==> src/verilog/burstCounter.sv <==
`timescale 1ns/1ns
`default_nettype none

module burstCounter #(
  parameter int blockWords = 4
) (
  input  logic                          clk,
  input  logic                          reset,
  input  logic                          busReady,
  input  logic                          counterClear,
  input  logic                          busWrite,
  input  logic                          enable,
  input  logic [$clog2(blockWords)-1:0] wordOffset,
  output logic [$clog2(blockWords)-1:0] blockWordOffset,
  output logic                          burstLast
);

  localparam int offsetBits = $clog2(blockWords);

  logic [offsetBits-1:0] count;

  always_ff @(posedge clk or posedge reset) begin
    if (reset) begin
      count <= '0;
    end else if (counterClear) begin
      count <= '0;
    end else if (busReady) begin
      if (burstLast) begin
        count <= '0;
      end else begin
        count <= count + 1'b1;
      end
    end
  end

  assign burstLast = (count == offsetBits'(blockWords - 1));

  // An uncached store addresses its own word, not a block
  assign blockWordOffset = (counterClear || (!enable && busWrite)) ? wordOffset : count;

endmodule

`default_nettype wire

==> config.mk <==
export PLATFORM = sky130hd
export DESIGN_NAME = burstCounter
export DESIGN_NICKNAME = d
export VERILOG_FILES = /design/src/verilog/burstCounter.sv
export SDC_FILE = /design/constraint.sdc
export NUM_CORES = 1
export LEC_CHECK = 0
export BUFFER_PORTS_ARGS = -buffer_cell sky130_fd_sc_hd__buf_2
export CAP_MARGIN = 20
export CORE_AREA = 8 8 45 47
export DETAILED_ROUTE_END_ITERATION = 6
export DIE_AREA = 0 0 53 55
export PLACE_DENSITY = 0.39
export SYNTH_ARGS = -nofsm -noshare
export SYNTH_HDL_FRONTEND = slang
export SYNTH_SLANG_ARGS = --single-unit
==> constraint.sdc <==
create_clock -name clk -period 3.42 [get_ports clk]
set_clock_uncertainty 0.2 [all_clocks]
set_input_delay 0.513 -clock clk [delete_from_list [all_inputs] [get_ports clk]]
set_output_delay 0.513 -clock clk [all_outputs]
set_load 0.02 [all_outputs]
Yosys cells after proc, flatten, opt, wreduce, memory -nomap -nowiden
Index checks and enable logic that the tools add are counted.
Storage, ports and cells
  input bits: 8
  output and inout port bits: 3
  logic and storage cells: 11
  bits in registers: 2
Operators by class
  equality and inequality tests: 1
  reductions and logical operators: 4
  multiplexer cells: 4
  add/sub/neg operators: 1
Operators with widths (number)
  $mux 2: 4
  $add 2x1->2 const B: 1
  $eq 2x2->1 const B: 1
  $reduce_bool 2->1: 1
  $logic_and 1x1->1: 1
  $logic_not 1->1: 1
  $logic_or 1x1->1: 1

Depth between registers and ports, before layout
  depth after elaboration: 4
  gate-level depth with buffers: 3
  gate-level depth less buffers: 3

Worst setup path before layout
No wires, ideal clock.
  path kind: input to output
  start: in enable
  end: out blockWordOffset[0]
  cell stages on the path: 3
  data arrival time: 1.087 ns
  slack: 1.620 ns
  cells stage by stage: inv_1 a21oi_2 mux2_2
On the way
  cells in the longest elaborated chain, start to end: 4
RTL lines
  from (decl): RTL line 12  | input logic enable,
  $logic_not 1->1: RTL line 39  | assign blockWordOffset = (counterClear || (!enable && busWrite)) ? wordOffset : count;
  $logic_and 1x1->1: RTL line 39
  $logic_or 1x1->1: RTL line 39
  $mux 2: RTL line 39
  to (decl): RTL line 14  | output logic [$clog2(blockWords)-1:0] blockWordOffset,
No other way between the ends.

Final worst setup path
Same ends and word-level chain as after synthesis.

==> impl_metrics.json <==
{
  "cpMostUsedCell": "buf_2",
  "path_cells": "buf_2, inv_1, a21oi_2, mux2_2, buf_2",
  "cts_root_buf": "clkbuf_4",
  "finalCritPeriodShare_pct": 58.4,
  "leakagePower_nw": 0.128,
  "hp-class": "input pin to flop",
  "post_drt_wl_per_cell_um": 10.4,
  "maxSlewViolCount": 0,
  "finalWirelength_um": 436,
  "ys_seq_elements": 2,
  "cts_buffers": 3,
  "synth_seq_area_share_pct": 39.2,
  "yosys.area.top_type": "dfrtp_1",
  "largest-register": "count",
  "path_max_fanout": 2,
  "peakVddDrop_mv": 0.0624,
  "ios": 11,
  "hold_viol": 0,
  "slew_headroom_pct": 91.8,
  "setup_ws_ns": 1.42,
  "core-area_um2": 1380,
  "die_y_um": 55,
  "slowest_stage": "mux2_2",
  "htreeDepth": 1,
  "postCtsResizedCells": 0,
  "grt_max_degree": 4,
  "syn-instance-count": 12,
  "cts_tree": "yes",
  "drc": 0,
  "start_util_pct": 9.22,
  "fin_nets": 37,
  "place_congestion": 0.608,
  "critical_path.max_stage_delay_ns": 0.35,
  "syn_area_per_cell_um2": 10.6,
  "detail-route-antenna-nets": 0,
  "grt_overflow": 0,
  "grt_pass1_wl_um": 600,
  "synthDistinctLibCells": 8,
  "final_common_cell": "buf_2",
  "ys_warn_count": 0,
  "setup_violations": 0,
  "tns_ns": 0,
  "largest_reg_flops": 2,
  "die_w_um": 53,
  "timing.rr.start": "count[0]",
  "status": "complete, no violations",
  "reg_top3": "count x2",
  "arrival_ns": 1.28,
  "path_clk_slew_ns": 0.03,
  "numPortBuffers": 10,
  "post_dp_cell_area_um2": 198,
  "postCtsHoldBufs": 1,
  "rsz0062_at_grt": "false",
  "critPathLaunch": "enable",
  "layout-drive-gt1-share_pct": 61.5,
  "drv_cap": 0,
  "netlist_area_um2": 128,
  "synth_top_area_share_pct": 39.2,
  "die_area_um2": 2920,
  "timing.fmax_ghz": 0.501,
  "core.rowCount": 14,
  "grt_pass1_vias": 143,
  "crit_family": "multiplexers",
  "antenna_found_initial": 0,
  "crit_type": "input pin to output port",
  "critPathBufInv": 3,
  "cp-end-kind": "output port",
  "cts.path.max_buffers": 2,
  "clock_sinks": 2,
  "track_usage_pct": 3.50,
  "syn-num-nets": 21,
  "areaGrowthSynthToFinish_pct": 80.4,
  "timing.hold.ws_ns": 0.301,
  "layout_common_cells": "buf_2, clkbuf_4",
  "dp.cells": 38,
  "place_ws_ns": 1.42,
  "cts_setup_buffers": 0,
  "antenna_cells": 0,
  "r2r_slack_ns": 2.22,
  "drt-vias-per-instance": 3.05,
  "synth_area_leaders": "dfrtp_1, mux2_2, ha_1",
  "vias": 128,
  "crit_path_start_kind": "input pin",
  "first_pass_iters": 1,
  "hp-start": "counterClear",
  "drt_iter0_markers": 0,
  "instances_no_fill": 42,
  "cp_data_required_time_ns": 2.71,
  "fin_crit_ns": 2.00,
  "design_area_um2": 230,
  "worst_pin_slew_ns": 0.119,
  "clk_latency_ns": 0.22,
  "powerDensity_nw_per_um2": 437
}
[routing by layer]
metal / vias to the layer above / routed length (µm) / track usage [%]
li1: 69 / - / -
met1: 47 / 184 / 3.19
met2: 10 / 112 / 2.15
met3: 2 / 133 / 6.15
met4: 0 / 6 / 3.88
met5: - / 0 / 0
[Yosys cell counts (all sizes together)]
| cell | instances |
|---|---|
| dfrtp | 2 |
| inv | 2 |
| mux2 | 2 |
| nor2 | 2 |
| a21oi | 1 |
| ha | 1 |
| mux2i | 1 |
| xnor2 | 1 |
[kinds of logic (layout without fill, tap and decap cells)]
kind of cell    Yosys count  count (layout)  share of synthesized area [%]
buf+inv                   2              16                           5.88
simple gates              2               2                           5.88
mux                       3               3                           25.5
flops                     2               2                           39.2
fa+ha+maj                 1               1                           9.80
compound gates            1               1                           6.86
xor+xnor                  1               1                           6.86
[area by class of cell]
| class | count | area [µm²] |
|---|---|---|
| well taps | 16 | 20.0 |
| inverters | 2 | 7.51 |
| multi-input cells | 8 | 70.1 |
| fillers | 157 | 1150 |
| flip-flops and latches | 2 | 50.0 |
| repair buffers | 11 | 60.1 |
| clock buffers | 3 | 22.5 |
[worst paths after layout]
path,endpoint,cells after the start
hold reg to reg,count[0],2
min in group asynchronous,count[1],3
hold / removal,count[0],2
setup reg to reg,count[1],3
setup / recovery,blockWordOffset[0],5
max in group asynchronous,count[0],3
[stage by stage]
step / power [mW] / utilization [%]
after floorplan: 0.0406 / -
after global placement: 0.0497 / 14.3
after detailed placement: 0.0495 / 14.3
after CTS: 0.104 / 16.6
after global routing: 0.108 / 16.6
final: 0.101 / 16.6
[power by group]
group | internal [mW] | total, mW | switching, mW
combinational | 0.0111 | 0.0218 | 0.0106
sequential | 0.0261 | 0.0282 | 0.00214
clock | 0.0386 | 0.0506 | 0.0120
Note: power is estimated with default switching activity, not from simulation.
