[config.mk]
export PLATFORM = sky130hd
export DESIGN_NAME = cacheController
export DESIGN_NICKNAME = d
export VERILOG_FILES = /design/src/verilog/cachePkg.sv /design/src/verilog/cacheController.sv
export SDC_FILE = /design/constraint.sdc
export NUM_CORES = 1
export LEC_CHECK = 0
export BUFFER_PORTS_ARGS = -buffer_cell sky130_fd_sc_hd__buf_2
export CAP_MARGIN = 25
export CORE_UTILIZATION = 25
export CTS_BUF_LIST = sky130_fd_sc_hd__clkbuf_4 sky130_fd_sc_hd__clkbuf_8
export DETAILED_ROUTE_END_ITERATION = 12
export MAX_ROUTING_LAYER = met4
export PLACE_DENSITY_LB_ADDON = 0.3
export SLEW_MARGIN = 20
export SYNTH_ARGS = -nofsm -noshare
export SYNTH_HDL_FRONTEND = slang
export SYNTH_SLANG_ARGS = --single-unit
[constraint.sdc]
create_clock -name clk -period 1.3 [get_ports clk]
set_input_delay 0.26 -clock clk [delete_from_list [all_inputs] [get_ports clk]]
set_output_delay 0.26 -clock clk [all_outputs]
set_load 0.05 [all_outputs]
[src/verilog/cachePkg.sv]
`default_nettype none

package cachePkg;

  // Data path word width
  localparam int wordBits = 32;

  // Tag width for 16 sets of 4-word blocks
  // Has to agree with setCount and blockWords in dataCache
  localparam int tagBits = 24;

  // Processor address split for the cache lookup
  typedef struct packed {
    logic [tagBits-1:0] tag;
    logic [3:0]         setIndex;
    logic [1:0]         wordOffset;
    logic [1:0]         byteOffset;
  } cacheAddrT;

  // Same address word seen raw or split into fields
  typedef union packed {
    logic [wordBits-1:0] raw;
    cacheAddrT           fields;
  } cacheAddrU;

  typedef enum logic [2:0] {
    ready,
    memRead,
    writeBack,
    write,
    nextInstr,
    waitInstr,
    disabled
  } ctrlStateT;

  typedef struct packed {
    logic                memRead;
    logic                memWrite;
    logic [3:0]          byteMask;
    logic [wordBits-1:0] address;
  } cpuReqT;

  typedef struct packed {
    logic                request;
    logic                write;
    logic [wordBits-1:0] address;
    logic [wordBits-1:0] writeData;
  } busReqT;

  // Write controls shared by both ways
  typedef struct packed {
    logic       blockWrite;
    logic       useWriteData;
    logic [3:0] activeByteMask;
    logic       cacheWrite;
  } wayCtrlT;

endpackage

`default_nettype wire

[src/verilog/cacheController.sv]
`timescale 1ns/1ns
`default_nettype none

module cacheController (
  input  logic              clk,
  input  logic              reset,
  input  logic              enable,
  input  logic              instrStall,
  input  logic              hit,
  input  logic              victimDirty,
  input  logic              burstLast,
  input  logic              busReady,
  input  cachePkg::cpuReqT  cpuReq,
  output logic              stall,
  output logic              busRequest,
  output logic              busWrite,
  output logic              counterClear,
  output cachePkg::wayCtrlT wayCtrl,
  output logic [1:0]        readSource
);

  cachePkg::ctrlStateT state;
  cachePkg::ctrlStateT nextState;
  logic access;
  logic fillState;
  logic idleState;

  assign access = cpuReq.memRead | cpuReq.memWrite;

  // Refill beats into a way, cached or not
  assign fillState = (state == cachePkg::memRead) || (state == cachePkg::disabled);

  // States where the processor is not held
  assign idleState = (state == cachePkg::ready) || (state == cachePkg::nextInstr) ||
                     (state == cachePkg::waitInstr);

  always_ff @(posedge clk or posedge reset) begin
    if (reset) begin
      state <= cachePkg::ready;
    end else begin
      state <= nextState;
    end
  end

  always_comb begin
    nextState = state;
    case (state)
      cachePkg::ready: begin
        if (access && !hit) begin
          if (cpuReq.memWrite && !enable) begin
            nextState = cachePkg::write;
          end else if (victimDirty) begin
            nextState = cachePkg::writeBack;
          end else if (enable) begin
            nextState = cachePkg::memRead;
          end else begin
            nextState = cachePkg::disabled;
          end
        end
      end
      // Victim block goes out before the refill starts
      cachePkg::writeBack: begin
        if (busReady && burstLast) begin
          nextState = cachePkg::memRead;
        end
      end
      cachePkg::memRead,
      cachePkg::disabled: begin
        if (busReady && burstLast) begin
          nextState = cachePkg::nextInstr;
        end
      end
      // Single uncached word
      cachePkg::write: begin
        if (busReady) begin
          nextState = cachePkg::nextInstr;
        end
      end
      cachePkg::nextInstr,
      cachePkg::waitInstr: begin
        nextState = instrStall ? cachePkg::waitInstr : cachePkg::ready;
      end
      default: begin
        nextState = cachePkg::ready;
      end
    endcase
  end

  assign stall = fillState || (state == cachePkg::writeBack) || (state == cachePkg::write) ||
                 ((state == cachePkg::ready) && access && !hit);

  assign busRequest = fillState || (state == cachePkg::writeBack) ||
                      (state == cachePkg::write);
  assign busWrite = (state == cachePkg::writeBack) || (state == cachePkg::write);

  // Counter held at zero outside of bursts
  assign counterClear = idleState;

  always_comb begin
    wayCtrl.blockWrite = 1'b0;
    wayCtrl.useWriteData = 1'b0;
    wayCtrl.activeByteMask = 4'hf;
    wayCtrl.cacheWrite = 1'b0;
    if (fillState && busReady) begin
      wayCtrl.blockWrite = 1'b1;
      wayCtrl.cacheWrite = 1'b1;
    end else if (((state == cachePkg::ready) || (state == cachePkg::nextInstr)) &&
                 cpuReq.memWrite && hit) begin
      // Store hit, or the store that caused the refill just finished
      wayCtrl.useWriteData = 1'b1;
      wayCtrl.activeByteMask = cpuReq.byteMask;
      wayCtrl.cacheWrite = 1'b1;
    end
  end

  // Bit 0 selects the way word
  // Bit 1 selects the word on the bus
  always_comb begin
    readSource = 2'b00;
    if (idleState && cpuReq.memRead && (hit || (state != cachePkg::ready))) begin
      readSource = 2'b01;
    end else if (fillState && busReady) begin
      readSource = 2'b10;
    end
  end

endmodule

`default_nettype wire

Word-level counts from Yosys, hierarchy flattened
Cells that the tools add are included.
{"block": "classes", "reduce_logical": 25, "mux": 15, "n_bitwise": 1, "n_eq_ne": 10}
{"cell": "3-bit 2-to-1 mux", "count": 8}
{"cell": "3-bit case mux with 5 select lines", "count": 1}
{"cell": "1-bit logical AND", "count": 10}
{"cell": "3-bit == test, second input constant", "count": 3}
{"cell": "1-bit logical OR", "count": 8}
{"cell": "2-bit inequality test, second input constant", "count": 4}
{"cell": "3-bit by 2-bit == test with 1-bit output, second input constant", "count": 2}
{"cell": "6-bit 2-to-1 mux", "count": 1}
{"cell": "5-bit 2-to-1 mux", "count": 1}
{"cell": "2-bit 2-to-1 mux", "count": 2}
{"cell": "4-bit AND reduction", "count": 1}
{"cell": "2-bit OR reduction", "count": 2}
{"cell": "3-bit by 1-bit == test with 1-bit output, second input constant", "count": 1}
{"cell": "3-bit logical NOT", "count": 1}
{"cell": "3-bit nonzero test", "count": 1}
{"cell": "1-bit logical NOT", "count": 2}
{"cell": "1-bit 2-to-1 mux", "count": 2}
{"cell": "1-bit bitwise OR", "count": 1}
{"block": "totals", "register_bits": 3, "word_cells": 52}

Longest topological paths before layout
{"block": "logic_depth", "depth_word": 6, "ltp_mapped": 5, "ltp_nobuf": 4}

Least setup slack after synthesis
OpenSTA, ideal clock, no wires.
{"block": "synth_timing", "path_type": "register to output", "startpoint": "register state[0]", "endpoint": "output port wayCtrl[0] (netlist bit)", "stages_incl_launch_ff": 6, "path_slack_ns": -0.865, "path_buffers": 1, "t_required_ns": 1.040, "arrival_time_ns": 1.905, "path_cell_list": "dfrtp_1 > buf_4 > nor2b_1 > a21oi_1 > nor2b_1 > or2_2"}
{"item": "from (decl)", "line": "cacheController.sv:22", "text": "cachePkg::ctrlStateT state;"}
{"item": "from (signal assigned)", "line": "cacheController.sv:39", "text": "state <= cachePkg::ready;"}
{"item": "from (signal assigned)", "line": "cacheController.sv:41", "text": "state <= nextState;"}
{"item": "to (decl)", "line": "cacheController.sv:18", "text": "output cachePkg::wayCtrlT wayCtrl,"}

==> impl_metrics.env <==
export IMPL_outcome="finished, violations left"
export IMPL_violations="negative setup slack"
export IMPL_overflow=0
export IMPL_viasPerCell=4.80
export IMPL_post_drt_wl_per_cell_um=11.3
export IMPL_core_um2=1330
export IMPL_drive_gt1_frac=0.825
export IMPL_ys_seq_area_frac=0.204
export IMPL_synth_edff_count=0
export IMPL_ios=59
export IMPL_grt_max_degree=9
export IMPL_netlist_area_um2=368
export IMPL_final_area_um2=971
export IMPL_ys_async_sr_fraction=1.00
export IMPL_grt_pass1_vias=473
export IMPL_rsz0062_at_grt="yes"
export IMPL_arrival_ps=1430
export IMPL_critPathMaxStageDelay_ps=440
export IMPL_syn_avg_cell_area_um2=7.66
export IMPL_tightest_slew_ps=326
export IMPL_regMostFlops="state"
export IMPL_die_w_um=40.4
export IMPL_hold_path_class="input pin to register"
export IMPL_finalSetupViolCount=16
export IMPL_min_to="state[0]$_DFFE_PP0P_"
export IMPL_drc=0
export IMPL_r2r_end="state[1]$_DFFE_PP0P_"
export IMPL_synth_top_area_frac=0.204
export IMPL_netlist_top_cells_area="dfrtp_1, nor2b_1, o41ai_4"
export IMPL_yosysUniqueCellTypes=22
export IMPL_placed_area_um2=708
export IMPL_n_antenna_cell=0
export IMPL_drt_initial_drc_count=4
export IMPL_slew_violations=0
export IMPL_yosysTopAreaCell="dfrtp_1"
export IMPL_skew_ps=6.90
export IMPL_r2r_cells=5
export IMPL_initial_core_util=0.276
export IMPL_place_gp_congestion=0.732
export IMPL_fin_util=0.728
export IMPL_power_density_nw_per_um2=2640
export IMPL_vias=538
export IMPL_cp_common_cell="nor2b_4"
export IMPL_finalHoldViolations=0
export IMPL_total_power_mw=2.57
export IMPL_cap_violations=0
export IMPL_dpl_hpwl_um=901
export IMPL_root_buffer="clkbuf_4"
export IMPL_h_tree_depth=1
export IMPL_clk_path_buf_depth=2
export IMPL_nets=144
export IMPL_power_leakage_nw=0.478
export IMPL_fin_ws_ps=-392
export IMPL_cts_made_buffers=3
export IMPL_die_h_um=40.4
export IMPL_track_usage=0.182
export IMPL_critical_path_max_fanout=4
export IMPL_largest_reg_flops=3
export IMPL_numClockSinks=3
export IMPL_reg2reg_from="state[1]$_DFFE_PP0P_"
export IMPL_synthFlopType="dfrtp_1"
export IMPL_top_regs="state x3"
export IMPL_dp_slack_ps=-261
export IMPL_area_delta_synth_final_pct=164
export IMPL_ir_drop_mv=1.66
export IMPL_crit_type="register to output pin"
export IMPL_drt_total_wl_mm=1.27
export IMPL_cp_slowest_cell="dfrtp_2"
export IMPL_synth_warnings=0
export IMPL_period_share=1.30
export IMPL_holdPathStages=4
export IMPL_min_period_ps=1690
export IMPL_antenna_found_initial=0
export IMPL_max_freq_mhz=591
export IMPL_cp_cell_sequence="nor2b_4 -> a21oi_4 -> nor2b_4 -> or2_4 -> buf_8"
export IMPL_grt_pass1_wl_mm=1.84
export IMPL_min_delay_start="burstLast"
export IMPL_seq_area_um2=78.8
export IMPL_multi_input_area_um2=412
export IMPL_r2r_slack_ps=-280
export IMPL_io_buffers=26
export IMPL_cp_end_kind="output pin"
export IMPL_antenna_left=0
export IMPL_syn_nets=94
export IMPL_dr_pass1_iters=4
export IMPL_die_area_um2=1630
export IMPL_whs_ps=345
export IMPL_path_clk_slew_ps=40
export IMPL_ys_ff_latch=3
export IMPL_num_rows=13
export IMPL_insertion_delay_ps=240
export IMPL_cts_tree="built"
export IMPL_syn_inst=48
export IMPL_fill_cells=98
export IMPL_worst_setup_path_start_kind="register"
export IMPL_slew_headroom=0.782
export IMPL_cp_required_ps=1040
[logic make-up after synthesis]
family,Yosys count,synth area share
muxes,2,0.0714
and+or+nand+nor,25,0.374
buffers and inverters,6,0.0782
AOI/OAI and AO/OA,12,0.272
DFF,3,0.204
[cell usage in the layout (no fill, tap or decap), types with 2 or more instances in the layout]
| master | n |
|---|---|
| dfrtp_2 | 3 |
| buf_8 | 6 |
| buf_6 | 12 |
| nor2b_4 | 4 |
| nor2_1 | 3 |
| or2_4 | 2 |
| o21ai_0 | 2 |
| inv_1 | 2 |
| a21o_1 | 2 |
| nor2_2 | 2 |
| clkbuf_4 | 4 |
| nor2_4 | 2 |
| buf_2 | 14 |
| nand2b_4 | 4 |
| nor3b_4 | 2 |
| buf_4 | 15 |
| nor2b_1 | 2 |
[layout make-up]
| class | count | share of cell area |
|---|---|---|
| Tap cell | 15 | 0.0193 |
| Multi-Input combinational cell | 39 | 0.424 |
| Sequential cell | 3 | 0.0812 |
| Clock buffer | 4 | 0.0309 |
| Timing Repair Buffer | 48 | 0.430 |
| Inverter | 3 | 0.0142 |
[repair_timing]
| action | CTS | global route |
|---|---|---|
| hold endpoints to repair | 3 | 0 |
| endpoints found under the setup margin | 16 | 16 |
| resized for setup | 44 | 11 |
| setup buffers | 5 | 0 |
| hold buffers | 1 | 0 |
| pin swaps | 4 | 3 |
[where the power goes]
part           switching (mW)  internal [mW]
combinational            1.09           1.05
sequential             0.0885          0.145
clock                  0.0507          0.136
total                    1.23           1.33
[synthesized netlist by cell type, drive strengths merged (2+ instances only)]
| cell type | instances |
|---|---|
| dfrtp | 3 |
| buf | 3 |
| mux2 | 2 |
| inv | 3 |
| a21oi | 2 |
| nand2b | 4 |
| nor3b | 2 |
| o31ai | 2 |
| nor2b | 6 |
| nor2 | 7 |
| o21ai | 3 |
| or2 | 2 |
| a21o | 2 |
[worst max-delay path by stage]
stage / slack [ps] / startpoint / endpoint / cells past startpoint
2_1_floorplan: -240 / state[0]$_DFFE_PP0P_ / wayCtrl[0] / 5
5_1_grt: -450 / state[1]$_DFFE_PP0P_ / wayCtrl[0] / 5
3_3_place_gp: -250 / state[0]$_DFFE_PP0P_ / wayCtrl[0] / 5
4_1_cts: -400 / state[0]$_DFFE_PP0P_ / wayCtrl[0] / 5
6_report: -390 / state[1]$_DFFE_PP0P_ / wayCtrl[0] / 5
3_5_place_dp: -260 / state[0]$_DFFE_PP0P_ / wayCtrl[0] / 5
[metrics by stage]
stage	setup TNS, ps	cells
floorplan	-1190	48
global placement	-1850	102
detailed placement	-1970	102
CTS	-4740	112
global route	-5360	112
finish	-4510	112
[critical path, delay by kind of cell, from the launching register on]
| family | cells | cell delay, ps |
|---|---|---|
| AOI/OAI and AO/OA | 1 | 180 |
| buffers and inverters | 1 | 150 |
| DFF | 1 | 440 |
| and+or+nand+nor | 3 | 440 |
[layer usage]
layer	wire length [µm]	vias to the layer above	track usage
li1	-	265	-
met1	477	247	0.183
met2	724	24	0.313
met3	57	2	0.0333
met4	6	0	0.125
met5	0	-	-
Power figures use the tool's default switching activity.
