File: config.mk
export PLATFORM = sky130hd
export DESIGN_NAME = waySelect
export DESIGN_NICKNAME = d
export VERILOG_FILES = /design/src/verilog/cachePkg.sv /design/src/verilog/waySelect.sv
export SDC_FILE = /design/constraint.sdc
export NUM_CORES = 1
export LEC_CHECK = 0
export BUFFER_PORTS_ARGS = -buffer_cell sky130_fd_sc_hd__buf_2
export CORE_ASPECT_RATIO = 0.7
export CORE_MARGIN = 5
export CORE_UTILIZATION = 44
export DETAILED_ROUTE_END_ITERATION = 7
export PLACE_DENSITY = 0.92
export SYNTH_ARGS = -nofsm -noshare
export SYNTH_HDL_FRONTEND = slang
export SYNTH_SLANG_ARGS = --single-unit
File: constraint.sdc
create_clock -name clk -period 3.37 [get_ports clk]
set_clock_uncertainty 0.2 [all_clocks]
set_input_delay 0.5055 -clock clk [delete_from_list [all_inputs] [get_ports clk]]
set_output_delay 0.5055 -clock clk [all_outputs]
set_load 0.05 [all_outputs]
File: src/verilog/cachePkg.sv
`default_nettype none

package cachePkg;

  // Data path word width
  localparam int wordBits = 32;

  // Tag width for 16 sets of 4-word blocks
  // Has to agree with setCount and blockWords in dataCache
  localparam int tagBits = 24;

  // Processor address split for the cache lookup
  typedef struct packed {
    logic [tagBits-1:0] tag;
    logic [3:0]         setIndex;
    logic [1:0]         wordOffset;
    logic [1:0]         byteOffset;
  } cacheAddrT;

  // Same address word seen raw or split into fields
  typedef union packed {
    logic [wordBits-1:0] raw;
    cacheAddrT           fields;
  } cacheAddrU;

  typedef enum logic [2:0] {
    ready,
    memRead,
    writeBack,
    write,
    nextInstr,
    waitInstr,
    disabled
  } ctrlStateT;

  typedef struct packed {
    logic                memRead;
    logic                memWrite;
    logic [3:0]          byteMask;
    logic [wordBits-1:0] address;
  } cpuReqT;

  typedef struct packed {
    logic                request;
    logic                write;
    logic [wordBits-1:0] address;
    logic [wordBits-1:0] writeData;
  } busReqT;

  // Write controls shared by both ways
  typedef struct packed {
    logic       blockWrite;
    logic       useWriteData;
    logic [3:0] activeByteMask;
    logic       cacheWrite;
  } wayCtrlT;

endpackage

`default_nettype wire

File: src/verilog/waySelect.sv
`timescale 1ns/1ns
`default_nettype none

module waySelect #(
  parameter int setCount = 16
) (
  input  logic                         clk,
  input  logic                         reset,
  input  logic                         enable,
  input  logic                         way1Valid,
  input  logic                         way2Valid,
  input  logic                         way1Dirty,
  input  logic                         way2Dirty,
  input  logic                         cacheWrite,
  input  logic                         readHitEvent,
  input  logic [$clog2(setCount)-1:0]  setIndex,
  input  logic [cachePkg::tagBits-1:0] reqTag,
  input  logic [cachePkg::tagBits-1:0] way1Tag,
  input  logic [cachePkg::tagBits-1:0] way2Tag,
  output logic                         hit,
  output logic                         way1Select,
  output logic                         way1Fill,
  output logic                         victimDirty,
  output logic [cachePkg::tagBits-1:0] victimTag
);

  // Set bit means way 1 is the least recently used one
  logic [setCount-1:0] lruWay1;
  logic way1Hit;
  logic way2Hit;

  assign way1Hit = way1Valid && (reqTag == way1Tag);
  assign way2Hit = way2Valid && (reqTag == way2Tag);
  assign hit = enable && (way1Hit || way2Hit);

  // Uncached traffic always goes through way 1
  assign way1Select = !enable || way1Hit;

  always_comb begin
    if (!enable || way1Hit) begin
      way1Fill = 1'b1;
    end else if (way2Hit) begin
      way1Fill = 1'b0;
    end else if (!way1Valid) begin
      way1Fill = 1'b1;
    end else if (!way2Valid) begin
      way1Fill = 1'b0;
    end else begin
      way1Fill = lruWay1[setIndex];
    end
  end

  assign victimTag = way1Fill ? way1Tag : way2Tag;

  // Dirty only counts for a valid line and a live cache
  assign victimDirty = enable && (way1Fill ? (way1Valid && way1Dirty) :
                                             (way2Valid && way2Dirty));

  always_ff @(posedge clk or posedge reset) begin
    if (reset) begin
      lruWay1 <= '0;
    end else if (cacheWrite || readHitEvent) begin
      lruWay1[setIndex] <= !way1Fill;
    end
  end

endmodule

`default_nettype wire

# ---- Yosys cells after proc, flatten, opt, wreduce, memory -nomap -nowiden
# Cells that the tools add are included.
dict set report op_classes {
  addsub 0
  shifts 0
  n_div 0
  eq_ne 2
  bitwise 0
  n_mux 11
  order_cmp 2
  multipliers 0
  reduce_logical 12
}
# operator count
set op_table {}
lappend op_table {{24-bit equality test} 2}
lappend op_table {{24-bit two-way mux} 1}
lappend op_table {{16-bit bitwise mux} 1}
lappend op_table {{1-bit logical AND} 7}
lappend op_table {{1-bit two-way mux} 7}
lappend op_table {{4-bit by 5-bit < comparator with 1-bit output (second input constant)} 1}
lappend op_table {{1-bit binary-select mux with 4-bit select} 1}
lappend op_table {{1-bit demux with 4-bit select} 1}
lappend op_table {{4-bit by 1-bit greater-or-equal comparator with 1-bit output (second input constant)} 1}
lappend op_table {{1-bit logical OR} 3}
lappend op_table {{1-bit logical NOT} 2}
dict set report totals {
  inputBits 85
  output_inout_bits 28
  reg_bits 16
  word_cells 28
  ram_bits 0
  memories 0
  rom_bits 0
  latchBits 0
}

# ---- Depth between registers and ports, before layout
# Gate-level depths: netlist of run 1.
dict set report logic_depth {
  ltp_word 8
  mapped_depth 8
  depth_no_buf 6
}

# ---- Worst setup path before layout of run 1
# No wires, ideal clock.
dict set report synth_path {
  path_type {input-to-output}
  from {in setIndex[1]}
  to {out victimDirty}
  required_ns 2.664
  stages 8
  t_arrival_ns 2.971
  setup_slack_ns -0.307
  cell_sequence {buf_1 > mux2i_1 > nand3_1 > nand3_1 > nand3_1 > and2_1 > clkbuf_1 > o32ai_1}
}
dict set report synth_between {
  elab_chain_len 8
}
# item line
set synth_lines {}
lappend synth_lines {{start: declaration} waySelect.sv:16} ;# input logic [$clog2(setCount)-1:0] setIndex,
lappend synth_lines {{1-bit binary-select mux with 4-bit select} waySelect.sv:49} ;# way1Fill = lruWay1[setIndex];
lappend synth_lines {{1-bit two-way mux (implied by the code)} waySelect.sv:49}
lappend synth_lines {{1-bit two-way mux} waySelect.sv:46} ;# end else if (!way2Valid) begin
lappend synth_lines {{1-bit two-way mux} waySelect.sv:44} ;# end else if (!way1Valid) begin
lappend synth_lines {{1-bit two-way mux} waySelect.sv:42} ;# end else if (way2Hit) begin
lappend synth_lines {{1-bit two-way mux} waySelect.sv:40} ;# if (!enable || way1Hit) begin
lappend synth_lines {{1-bit two-way mux} waySelect.sv:56} ;# assign victimDirty = enable && (way1Fill ? (way1Valid && way1Dirty) :
lappend synth_lines {{1-bit logical AND} waySelect.sv:56}
lappend synth_lines {{end: declaration} waySelect.sv:23} ;# output logic victimDirty,
# No other way between the ends. The select of a mux whose other input is x is not followed.

# ---- Final worst setup path of run 1
dict set report layout_path {
  from {in reqTag[9] (netlist name)}
  to {out victimTag[10] (netlist name)}
}
dict set report layout_between {
  elab_chain_len 5
  word_cells_on_any_way 8
  classes_between {eq/ne: 2; mux: 3; reduce/logical: 3}
}
# item line
set layout_lines {}
lappend layout_lines {{start: declaration} waySelect.sv:17} ;# input logic [cachePkg::tagBits-1:0] reqTag,
lappend layout_lines {{24-bit equality test, on equally long branches} {waySelect.sv:33, waySelect.sv:32}}
lappend layout_lines {{1-bit logical AND, on equally long branches} {waySelect.sv:33, waySelect.sv:32}}
lappend layout_lines {{1-bit two-way mux or 1-bit logical OR (tied branches)} {waySelect.sv:42, waySelect.sv:40}}
lappend layout_lines {{1-bit two-way mux (*)} waySelect.sv:40}
lappend layout_lines {{24-bit two-way mux (*)} waySelect.sv:53} ;# assign victimTag = way1Fill ? way1Tag : way2Tag;
lappend layout_lines {{end: declaration} waySelect.sv:24} ;# output logic [cachePkg::tagBits-1:0] victimTag
# Mark *: on every way between the ends. The rest lies on a longest branch, timed or not.

==> metrics, run 1 <==
Synth Area in Compound Gates 11.42%; simple-gate portion of the synthesized area 14.09%; synth top area cells dfrtp_1 (21%), mux2_4 (18%), xnor2_1 (17%); outcome completed; Adder-Cell Fraction of Synth Area 0%; TNS Setup 0 ns; GRT Total Usage 26.79%; Synth top cells by count xnor2_1 (37), mux2_4 (22), dfrtp_1 (16); Syn Nets 275; Max rail drop VDD 0.2889 mV; clock root buffer clkbuf_8; Post-synth EDFFs 0; critical path peak fanout 6; fmax 296.9 MHz; final period utilization 99.94%; Pwr Density 301.4 nW/um2; nets@finish 416; cts bufs inserted 3; P&R area growth vs syn 63.33%; fin worst setup slack 0.002043 ns; vias per cell 5.982; WL per Instance 22.66 um; Largest register FFs 16; Clock Sinks 16; first-pass GRT wire length 11.58 mm; sequential-to-total area share from yosys stat 21.38%; total die area 5682 um2; Post-DRT Antenna Nets 0; Final setup viols 0; dominant combinational cell family by area after synthesis multiplexers; DRT Pass-1 Iters 5; die width 87.98 um; CTS max path bufs 2; Clock Latency Late Sink 0.25 ns; Largest Register lruWay1; #FFs+latches synth 16; Cell Rows 19; max-cap viol count 0; pre-CTS setup slack -0.3752 ns; Setup crit end kind primary output; die height 64.59 um; number of port buffers 112; via count 2291; RePlAce Congestion 0.8776; area share of the largest cell type after synthesis 21.38%; Rel. slew slack 57.82%; Post-CTS Hold Buffers 0; core region area 4018 um2; cells after synthesis 190; global route overflow 0; Initial DRC Count 276; biggest area consumer among synthesized cells dfrtp_1; most frequent cell after synthesis xnor2_1; largest net degree at the start of global routing 17; post-synthesis average cell area 9.858 um2; Crit Path Class in -> out; Critical Path RT 2.66 ns; CTS tree built; I/O pins 113; total routed wirelength 8.677 mm; Startpoint Class input pin; Mapped Area 1873 um2; DRC 0; Yosys cell types 34; CTS HTree Levels 1; Synth Warn # 0; Synth Area in XOR/XNOR 22.44%; Worst-Margin Slew 0.6321 ns; vias in the first global route 2356; Final HPWL DP 5.877 mm; fin. max-slew vios 0; Final Hold Fails 0; Regs by FF count lruWay1 (16); crit path DAT 2.66 ns; Overall Power 0.9221 mW; share of layout cells above drive strength 1 59.09%; Final min period 3.368 ns; hold crit path type in -> async; antenna violations before repair 0; initial core utilization 46.62%; P_leak 1.463 nW; Most used DFF post-synth dfrtp_1; ys async rst share 100.0%; post-synthesis mux area share 27.32%; Worst-path clk slew 0.07 ns
==> per-layer routing <==
layer / track usage [%] / share of wire [%] / routed length (um)
met3: 5.823 / 9.2 / 797
met1: 31.25 / 34 / 2967
met2: 46.62 / 49 / 4286
met5: 0 / 0 / 0
met4: 12.64 / 7.2 / 625
==> what timing repair did <==
item | CTS | global route
hold endpoints to repair | 0 | 0
pin swaps | 3 | 12
cloned | 2 | 0
buffers inserted | 6 | 2
resized for setup | 21 | 57
endpoints found under the setup margin | 26 | 26
==> through the flow <==
stage                     hold slack, ns  util (%)  cell area [um2]  std cells
after floorplan                   0.2192         -             1881        190
after global placement            0.2855     66.43             2669        372
after detailed placement          0.2986     66.43             2669        372
after CTS                         0.1520     71.10             2856        384
after global routing              0.1882     76.08             3057        382
final                             0.1258     76.14             3059        383
==> layout make-up <==
type | instances | area, um2
antenna | 1 | 2.502
clock buffer | 4 | 55.05
timing repair buffer | 144 | 994.7
inverter | 2 | 7.507
sequential | 16 | 400.4
multi-input combinational | 164 | 1534
tap | 52 | 65.06
fill | 246 | 958.4
==> layout by cell type (no fill, tap or decap), drive strengths merged, types with 2 or more instances in the layout <==
cell type / count
xor2: 11
a22oi: 2
o21ai: 9
nand4: 9
nand2: 7
a21oi: 6
nand2b: 4
nor2b: 3
xnor2: 37
nor4: 3
nor3: 4
or4: 2
inv: 2
mux2: 31
nand3: 8
dfrtp: 16
mux2i: 8
buf: 144
o41ai: 10
nor2: 3
clkbuf: 4
==> cells by family (layout without fill, tap and decap cells) <==
kind of cell / Yosys count / after routing
XOR/XNOR: 48 / 48
flip-flops: 16 / 16
buffers and inverters: 12 / 150
AND/OR/NAND/NOR: 47 / 47
AO/OA/AOI/OAI: 28 / 30
multiplexers: 39 / 39
other: 0 / 1
==> power by group <==
| part | switching [mW] | internal, mW |
|---|---|---|
| logic | 0.277 | 0.232 |
| registers | 0.0186 | 0.223 |
| clock network | 0.0677 | 0.104 |
==> critical path, stage by stage <==
cell and delay (ns):
buf_2 0.13, xnor2_2 0.20, nand4_1 0.16, or4_4 0.47, o41ai_4 0.31, buf_6 0.19, a21oi_4 0.05, buf_6 0.16
mux2_4 0.32, buf_8 0.15
==> final timing paths <==
| path | start | endpoint | slack [ns] | depth (start not counted) |
|---|---|---|---|---|
| max | reqTag[9] | victimTag[10] | 0.002 | 10 |
| min | reset | lruWay1[9] | 0.13 | 2 |
| max reg2reg | lruWay1[3] | lruWay1[8] | 1.11 | 7 |
| min reg2reg | lruWay1[10] | lruWay1[10] | 0.32 | 2 |
| max in group asynchronous | reset | lruWay1[11] | 2.43 | 2 |
| min in group clk | lruWay1[10] | lruWay1[10] | 0.32 | 2 |
Power figures use the tool's default switching activity.
==> run 2: changes to the inputs <==
--- a/config.mk
+++ b/config.mk
@@ -5,12 +5,14 @@
 export SDC_FILE = /design/constraint.sdc
 export NUM_CORES = 1
 export LEC_CHECK = 0
+export ABC_AREA = 1
 export BUFFER_PORTS_ARGS = -buffer_cell sky130_fd_sc_hd__buf_2
 export CORE_ASPECT_RATIO = 0.7
 export CORE_MARGIN = 5
-export CORE_UTILIZATION = 44
+export CORE_UTILIZATION = 47
 export DETAILED_ROUTE_END_ITERATION = 7
-export PLACE_DENSITY = 0.92
+export PLACE_DENSITY = 0.93
+export RECOVER_POWER = 25
 export SYNTH_ARGS = -nofsm -noshare
 export SYNTH_HDL_FRONTEND = slang
 export SYNTH_SLANG_ARGS = --single-unit
==> run 2 against run 1 <==
Effect of this change:
- first-iteration DRC count grew 12%
- die area increased by 12%
- critical path depth rose by 2
- power is 7.7% lower
- non-clock buffer count down 30
- sequential power about the same
- register-to-register slack better by 0.43 ns
- area after synthesis grew 22%
- hold slack better by 0.0049 ns
- critical path type unchanged
- largest cell class unchanged
- highest routed layer unchanged
==> metrics, run 2 <==
Critical Path RT 2.66 ns; Post-synth EDFFs 0; area of the multi-input gates 1589 um2; Startpoint Class input pin; core region area 4730 um2; Clk pwr share 20.0%; Post-DRT Antenna Nets 0; GRT Total Usage 25.01%; Post-DP Area 2844 um2; cts bufs inserted 3; post-synthesis average cell area 5.244 um2; total die area 6356 um2; I/O pins 113; RSZ-0062 raised after global routing no; total routed wirelength 8.337 mm; Net Sw Frac 45.62%; nets@finish 626; Most used DFF post-synth dfrtp_1; outcome completed; Largest register FFs 16; Post-CTS Hold Buffers 0; setup bufs post-CTS 0; critical path peak fanout 42; Max rail drop VDD 0.1599 mV; simple-gate portion of the synthesized area 55.85%; Reg power frac 28.5%; clock root buffer clkbuf_8; Synth Area in XOR/XNOR 5.003%; global route overflow 0; pre-CTS setup slack 0.3818 ns; Cell Rows 21; Mapped Area 2276 um2; fillers 473; CTS HTree Levels 1; hold slack 0.1307 ns; Worst-path clk slew 0.06 ns; Final Hold Fails 0; Yosys cell types 25; max-cap viol count 0; post-synthesis mux area share 0%; number of port buffers 112; Clock Latency Late Sink 0.25 ns; Synth Warn # 0; largest net degree at the start of global routing 43; initial core utilization 48.12%; most frequent cells in the layout nand2_1 (174), buf_2 (112), nor2_1 (53); hold crit path type in -> async; die height 68.22 um; crit path DAT 2.30 ns; #FFs+latches synth 16; fin worst setup slack 0.3664 ns; synth top area cells nand2_1 (29%), dfrtp_1 (18%), nand3_1 (11%); non-filler cells, final 597; vias per cell 5.414; Final setup viols 0; Adder-Cell Fraction of Synth Area 0%; biggest area consumer among synthesized cells nand2_1; Resized cells post-CTS 0; first-pass GRT wire length 12.56 mm; vias in the first global route 2741; fin. max-slew vios 0; Synth top cells by count nand2_1 (174), nor2_1 (53), inv_1 (51); DRC 0; share of layout cells above drive strength 1 23.33%; Initial DRC Count 309; via count 3232; Final Util 61.30%; Final min period 3.004 ns; Setup crit end kind primary output; P_leak 1.798 nW; Regs by FF count lruWay1 (16); antenna violations before repair 0; CTS max path bufs 2; cells after synthesis 434; TNS Setup 0 ns; WL per Instance 13.96 um; final period utilization 89.13%; area share of the largest cell type after synthesis 28.70%; Psw 0.3881 mW; fin area 2899 um2; commonest non-fill, non-tap cell in the layout nand2_1; P&R area growth vs syn 27.38%; most frequent cell after synthesis nand2_1; Combinational Power Share 51.4%; Synth Area in Compound Gates 8.961%; DRT Pass-1 Iters 5; Clock Sinks 16; Overall Power 0.8508 mW; Syn Nets 519; RePlAce Congestion 1.028; Largest Register lruWay1; placed instance count 593; CTS tree built; fmax 332.9 MHz; Reg area 400.4 um2; Rel. slew slack 57.34%; ys async rst share 100.0%; Pwr Density 293.5 nW/um2; dominant combinational cell family by area after synthesis simple AND/OR/NAND/NOR gates; Final HPWL DP 6.788 mm; internal power 0.4626 mW; Worst-Margin Slew 0.6392 ns; die width 93.17 um; sequential-to-total area share from yosys stat 17.59%; diode count 0; Crit Path Class in -> out
run 2: power by group through the flow:
stage                     Combinational, mW  Sequential, mW  Clock (mW)
final                                 0.438           0.243       0.170
after global placement                0.421           0.244           0
after CTS                             0.434           0.241       0.174
after detailed placement              0.431           0.245           0
after global routing                  0.479           0.245       0.183
after floorplan                       0.295           0.235           0
run 2: path summary, 6_finish.rpt:
check,start,to,slack (ns),depth (start not counted)
min in group clk,lruWay1[13],lruWay1[13],0.32,2
worst min-delay path,reset,lruWay1[1],0.13,2
worst max register to register,lruWay1[4],lruWay1[10],1.54,12
worst max-delay path,reqTag[21],victimTag[18],0.37,12
max in group asynchronous,reset,lruWay1[14],2.43,2
worst min register to register,lruWay1[13],lruWay1[13],0.32,2
run 2: final cells by class:
class / instances / share of cell area, %
tap: 57 / 2.460
timing repair buffer: 114 / 20.28
sequential: 16 / 13.81
inverter: 52 / 6.733
clock buffer: 4 / 1.899
multi-input combinational: 354 / 54.81
run 2: worst max-delay path, cell delays in order:
cell and delay [ns]:
buf_2 0.07, inv_1 0.05, or2_2 0.31, nand4_1 0.10, nor2_1 0.06, nand2_1 0.08, nor2_1 0.05, nor2_2 0.14
buf_4 0.42, nand3_1 0.13, nand2_1 0.09, buf_2 0.26
run 2: kinds of logic after synthesis:
logic type	count (synthesis)
xor gates and xnor gates	13
and+or+nand+nor	303
buffers and inverters	64
DFF	16
AOI/OAI and AO/OA	38
run 2: metal layers:
layer	up-vias	routed length (um)	GRT usage (%)
li1	1586	-	-
met4	0	132	6.581
met1	1416	3573	36.53
met2	214	3788	39.46
met3	16	842	2.527
met5	-	0	0
==> run 3: changes to the inputs <==
--- a/config.mk
+++ b/config.mk
@@ -7,11 +7,13 @@
 export LEC_CHECK = 0
 export ABC_AREA = 1
 export BUFFER_PORTS_ARGS = -buffer_cell sky130_fd_sc_hd__buf_2
+export CELL_PAD_IN_SITES_DETAIL_PLACEMENT = 1
+export CELL_PAD_IN_SITES_GLOBAL_PLACEMENT = 2
 export CORE_ASPECT_RATIO = 0.7
 export CORE_MARGIN = 5
-export CORE_UTILIZATION = 47
+export CORE_UTILIZATION = 21
 export DETAILED_ROUTE_END_ITERATION = 7
-export PLACE_DENSITY = 0.93
+export PLACE_DENSITY = 0.92
 export RECOVER_POWER = 25
 export SYNTH_ARGS = -nofsm -noshare
 export SYNTH_HDL_FRONTEND = slang
==> run 3 against run 2 <==
Effect of this change:
- hold slack improved by 0.020 ns
- final cell count increased by 13%
- via count shrank 1.9%
- sequential share of layout area is 0.59 points lower
- critical path depth is 3 higher
- global-route usage down 9.7 points
- critical path type unchanged
- largest power group unchanged
- highest routed layer unchanged
==> metrics, run 3 (same netlist as run 2, synthesis figures left out) <==
via count 3169; total die area 13050 um2; Post-DRT Antenna Nets 0; Setup crit end kind primary output; CP top delay family simple AND/OR/NAND/NOR gates; Final min period 3.100 ns; Max rail drop VDD 0.1565 mV; max-cap viol count 0; die width 134.4 um; GRT Total Usage 15.31%; CTS max path bufs 2; RePlAce Congestion 0.9315; Resized cells post-CTS 0; Largest Register lruWay1; DRT Pass-1 Iters 4; diode count 0; Initial DRC Count 145; total routed wirelength 10.33 mm; fmax 322.6 MHz; Clock Sinks 16; Rel. slew slack 55.33%; Cell Rows 31; TNS Setup 0 ns; WL per Instance 15.35 um; vias in the first global route 3270; Net Sw Frac 43.94%; hold crit path type in -> async; CTS HTree Levels 1; setup bufs post-CTS 0; Final HPWL DP 8.931 mm; Psw 0.4042 mW; crit path DAT 2.39 ns; Final Hold Fails 0; Final Util 28.92%; Worst Path Buf+Inv 3; Final setup viols 0; global route overflow 0; Reg power frac 25.9%; core region area 10470 um2; Startpoint Class input pin; I/O pins 113; vias per cell 4.709; Largest register FFs 16; internal power 0.5157 mW; DRC 0; cts bufs inserted 3; RSZ-0062 raised after global routing no; Clk pwr share 24.9%; share of layout cells above drive strength 1 23.48%; fin area 3029 um2; antenna violations before repair 0; Combinational Power Share 49.2%; CP max stage cell nand2_4; clock root buffer clkbuf_16; hold slack 0.1502 ns; outcome completed; Post-DP Area 2945 um2; final period utilization 91.99%; CP Cell Sequence buf_2, inv_2, nand2_1, nand2_1, nand2_1, nand2_1, nand2_1, nand2_1, o21ai_1, nand2_1, nand2_8, nand2_4, nand2_1, nand2_1, buf_2; Clock Latency Late Sink 0.25 ns; die height 97.10 um; critical path's largest stage delay 0.31 ns; Regs by FF count lruWay1 (16); P&R area growth vs syn 33.10%; Worst-Margin Slew 0.6693 ns; P_leak 1.815 nW; critical path peak fanout 28; Worst-path clk slew 0.05 ns; Crit Path Class in -> out; number of port buffers 112; Pwr Density 303.7 nW/um2; initial core utilization 21.73%; largest net degree at the start of global routing 29; Critical Path RT 2.66 ns; nets@finish 628; Post-CTS Hold Buffers 0; CTS tree built; most frequent cells in the layout nand2_1 (174), buf_2 (112), nor2_1 (53); most numerous cell on the critical path nand2_1; first-pass GRT wire length 16.50 mm; commonest non-fill, non-tap cell in the layout nand2_1; fin. max-slew vios 0
[run 3: final cells by class]
type                       instances  area, um2
timing repair buffer             116      590.6
inverter                          52      195.2
clock buffer                       3      75.07
multi-input combinational        354       1603
sequential                        16      400.4
fill                            1456       7443
tap                              132      165.2
[run 3: layer usage]
layer	up-vias	global-route usage (%)	wire length [um]
met5	-	0	0
met1	1509	22.70	5191
met3	4	2.484	557
met4	0	1.174	33
li1	1585	-	-
met2	71	24.21	4549
[run 3: worst paths after layout]
path / depth (start not counted) / startpoint / slack (ns) / endpoint
hold reg to reg: 2 / lruWay1[15] / 0.31 / lruWay1[15]
setup reg to reg: 12 / lruWay1[3] / 1.51 / lruWay1[11]
hold / removal: 2 / reset / 0.15 / lruWay1[14]
min in group clk: 2 / lruWay1[15] / 0.31 / lruWay1[15]
setup / recovery: 15 / setIndex[0] / 0.27 / victimTag[4]
max in group asynchronous: 2 / reset / 2.39 / lruWay1[11]
[run 3: power by group through the flow]
| stage | logic (mW) | clock network, mW | registers (mW) |
|---|---|---|---|
| finish | 0.452 | 0.229 | 0.238 |
| CTS | 0.452 | 0.232 | 0.239 |
| global placement | 0.438 | 0 | 0.240 |
| floorplan | 0.295 | 0 | 0.235 |
| global route | 0.497 | 0.240 | 0.242 |
| detailed placement | 0.450 | 0 | 0.240 |
[run 3: through the flow]
stage	setup slack, ns	total power [mW]	std cells
final	0.2701	0.9200	673
after global routing	0.05119	0.9788	673
after CTS	0.1967	0.9227	673
after detailed placement	0.2075	0.6904	670
after global placement	0.2633	0.6779	670
after floorplan	0.6671	0.5300	434
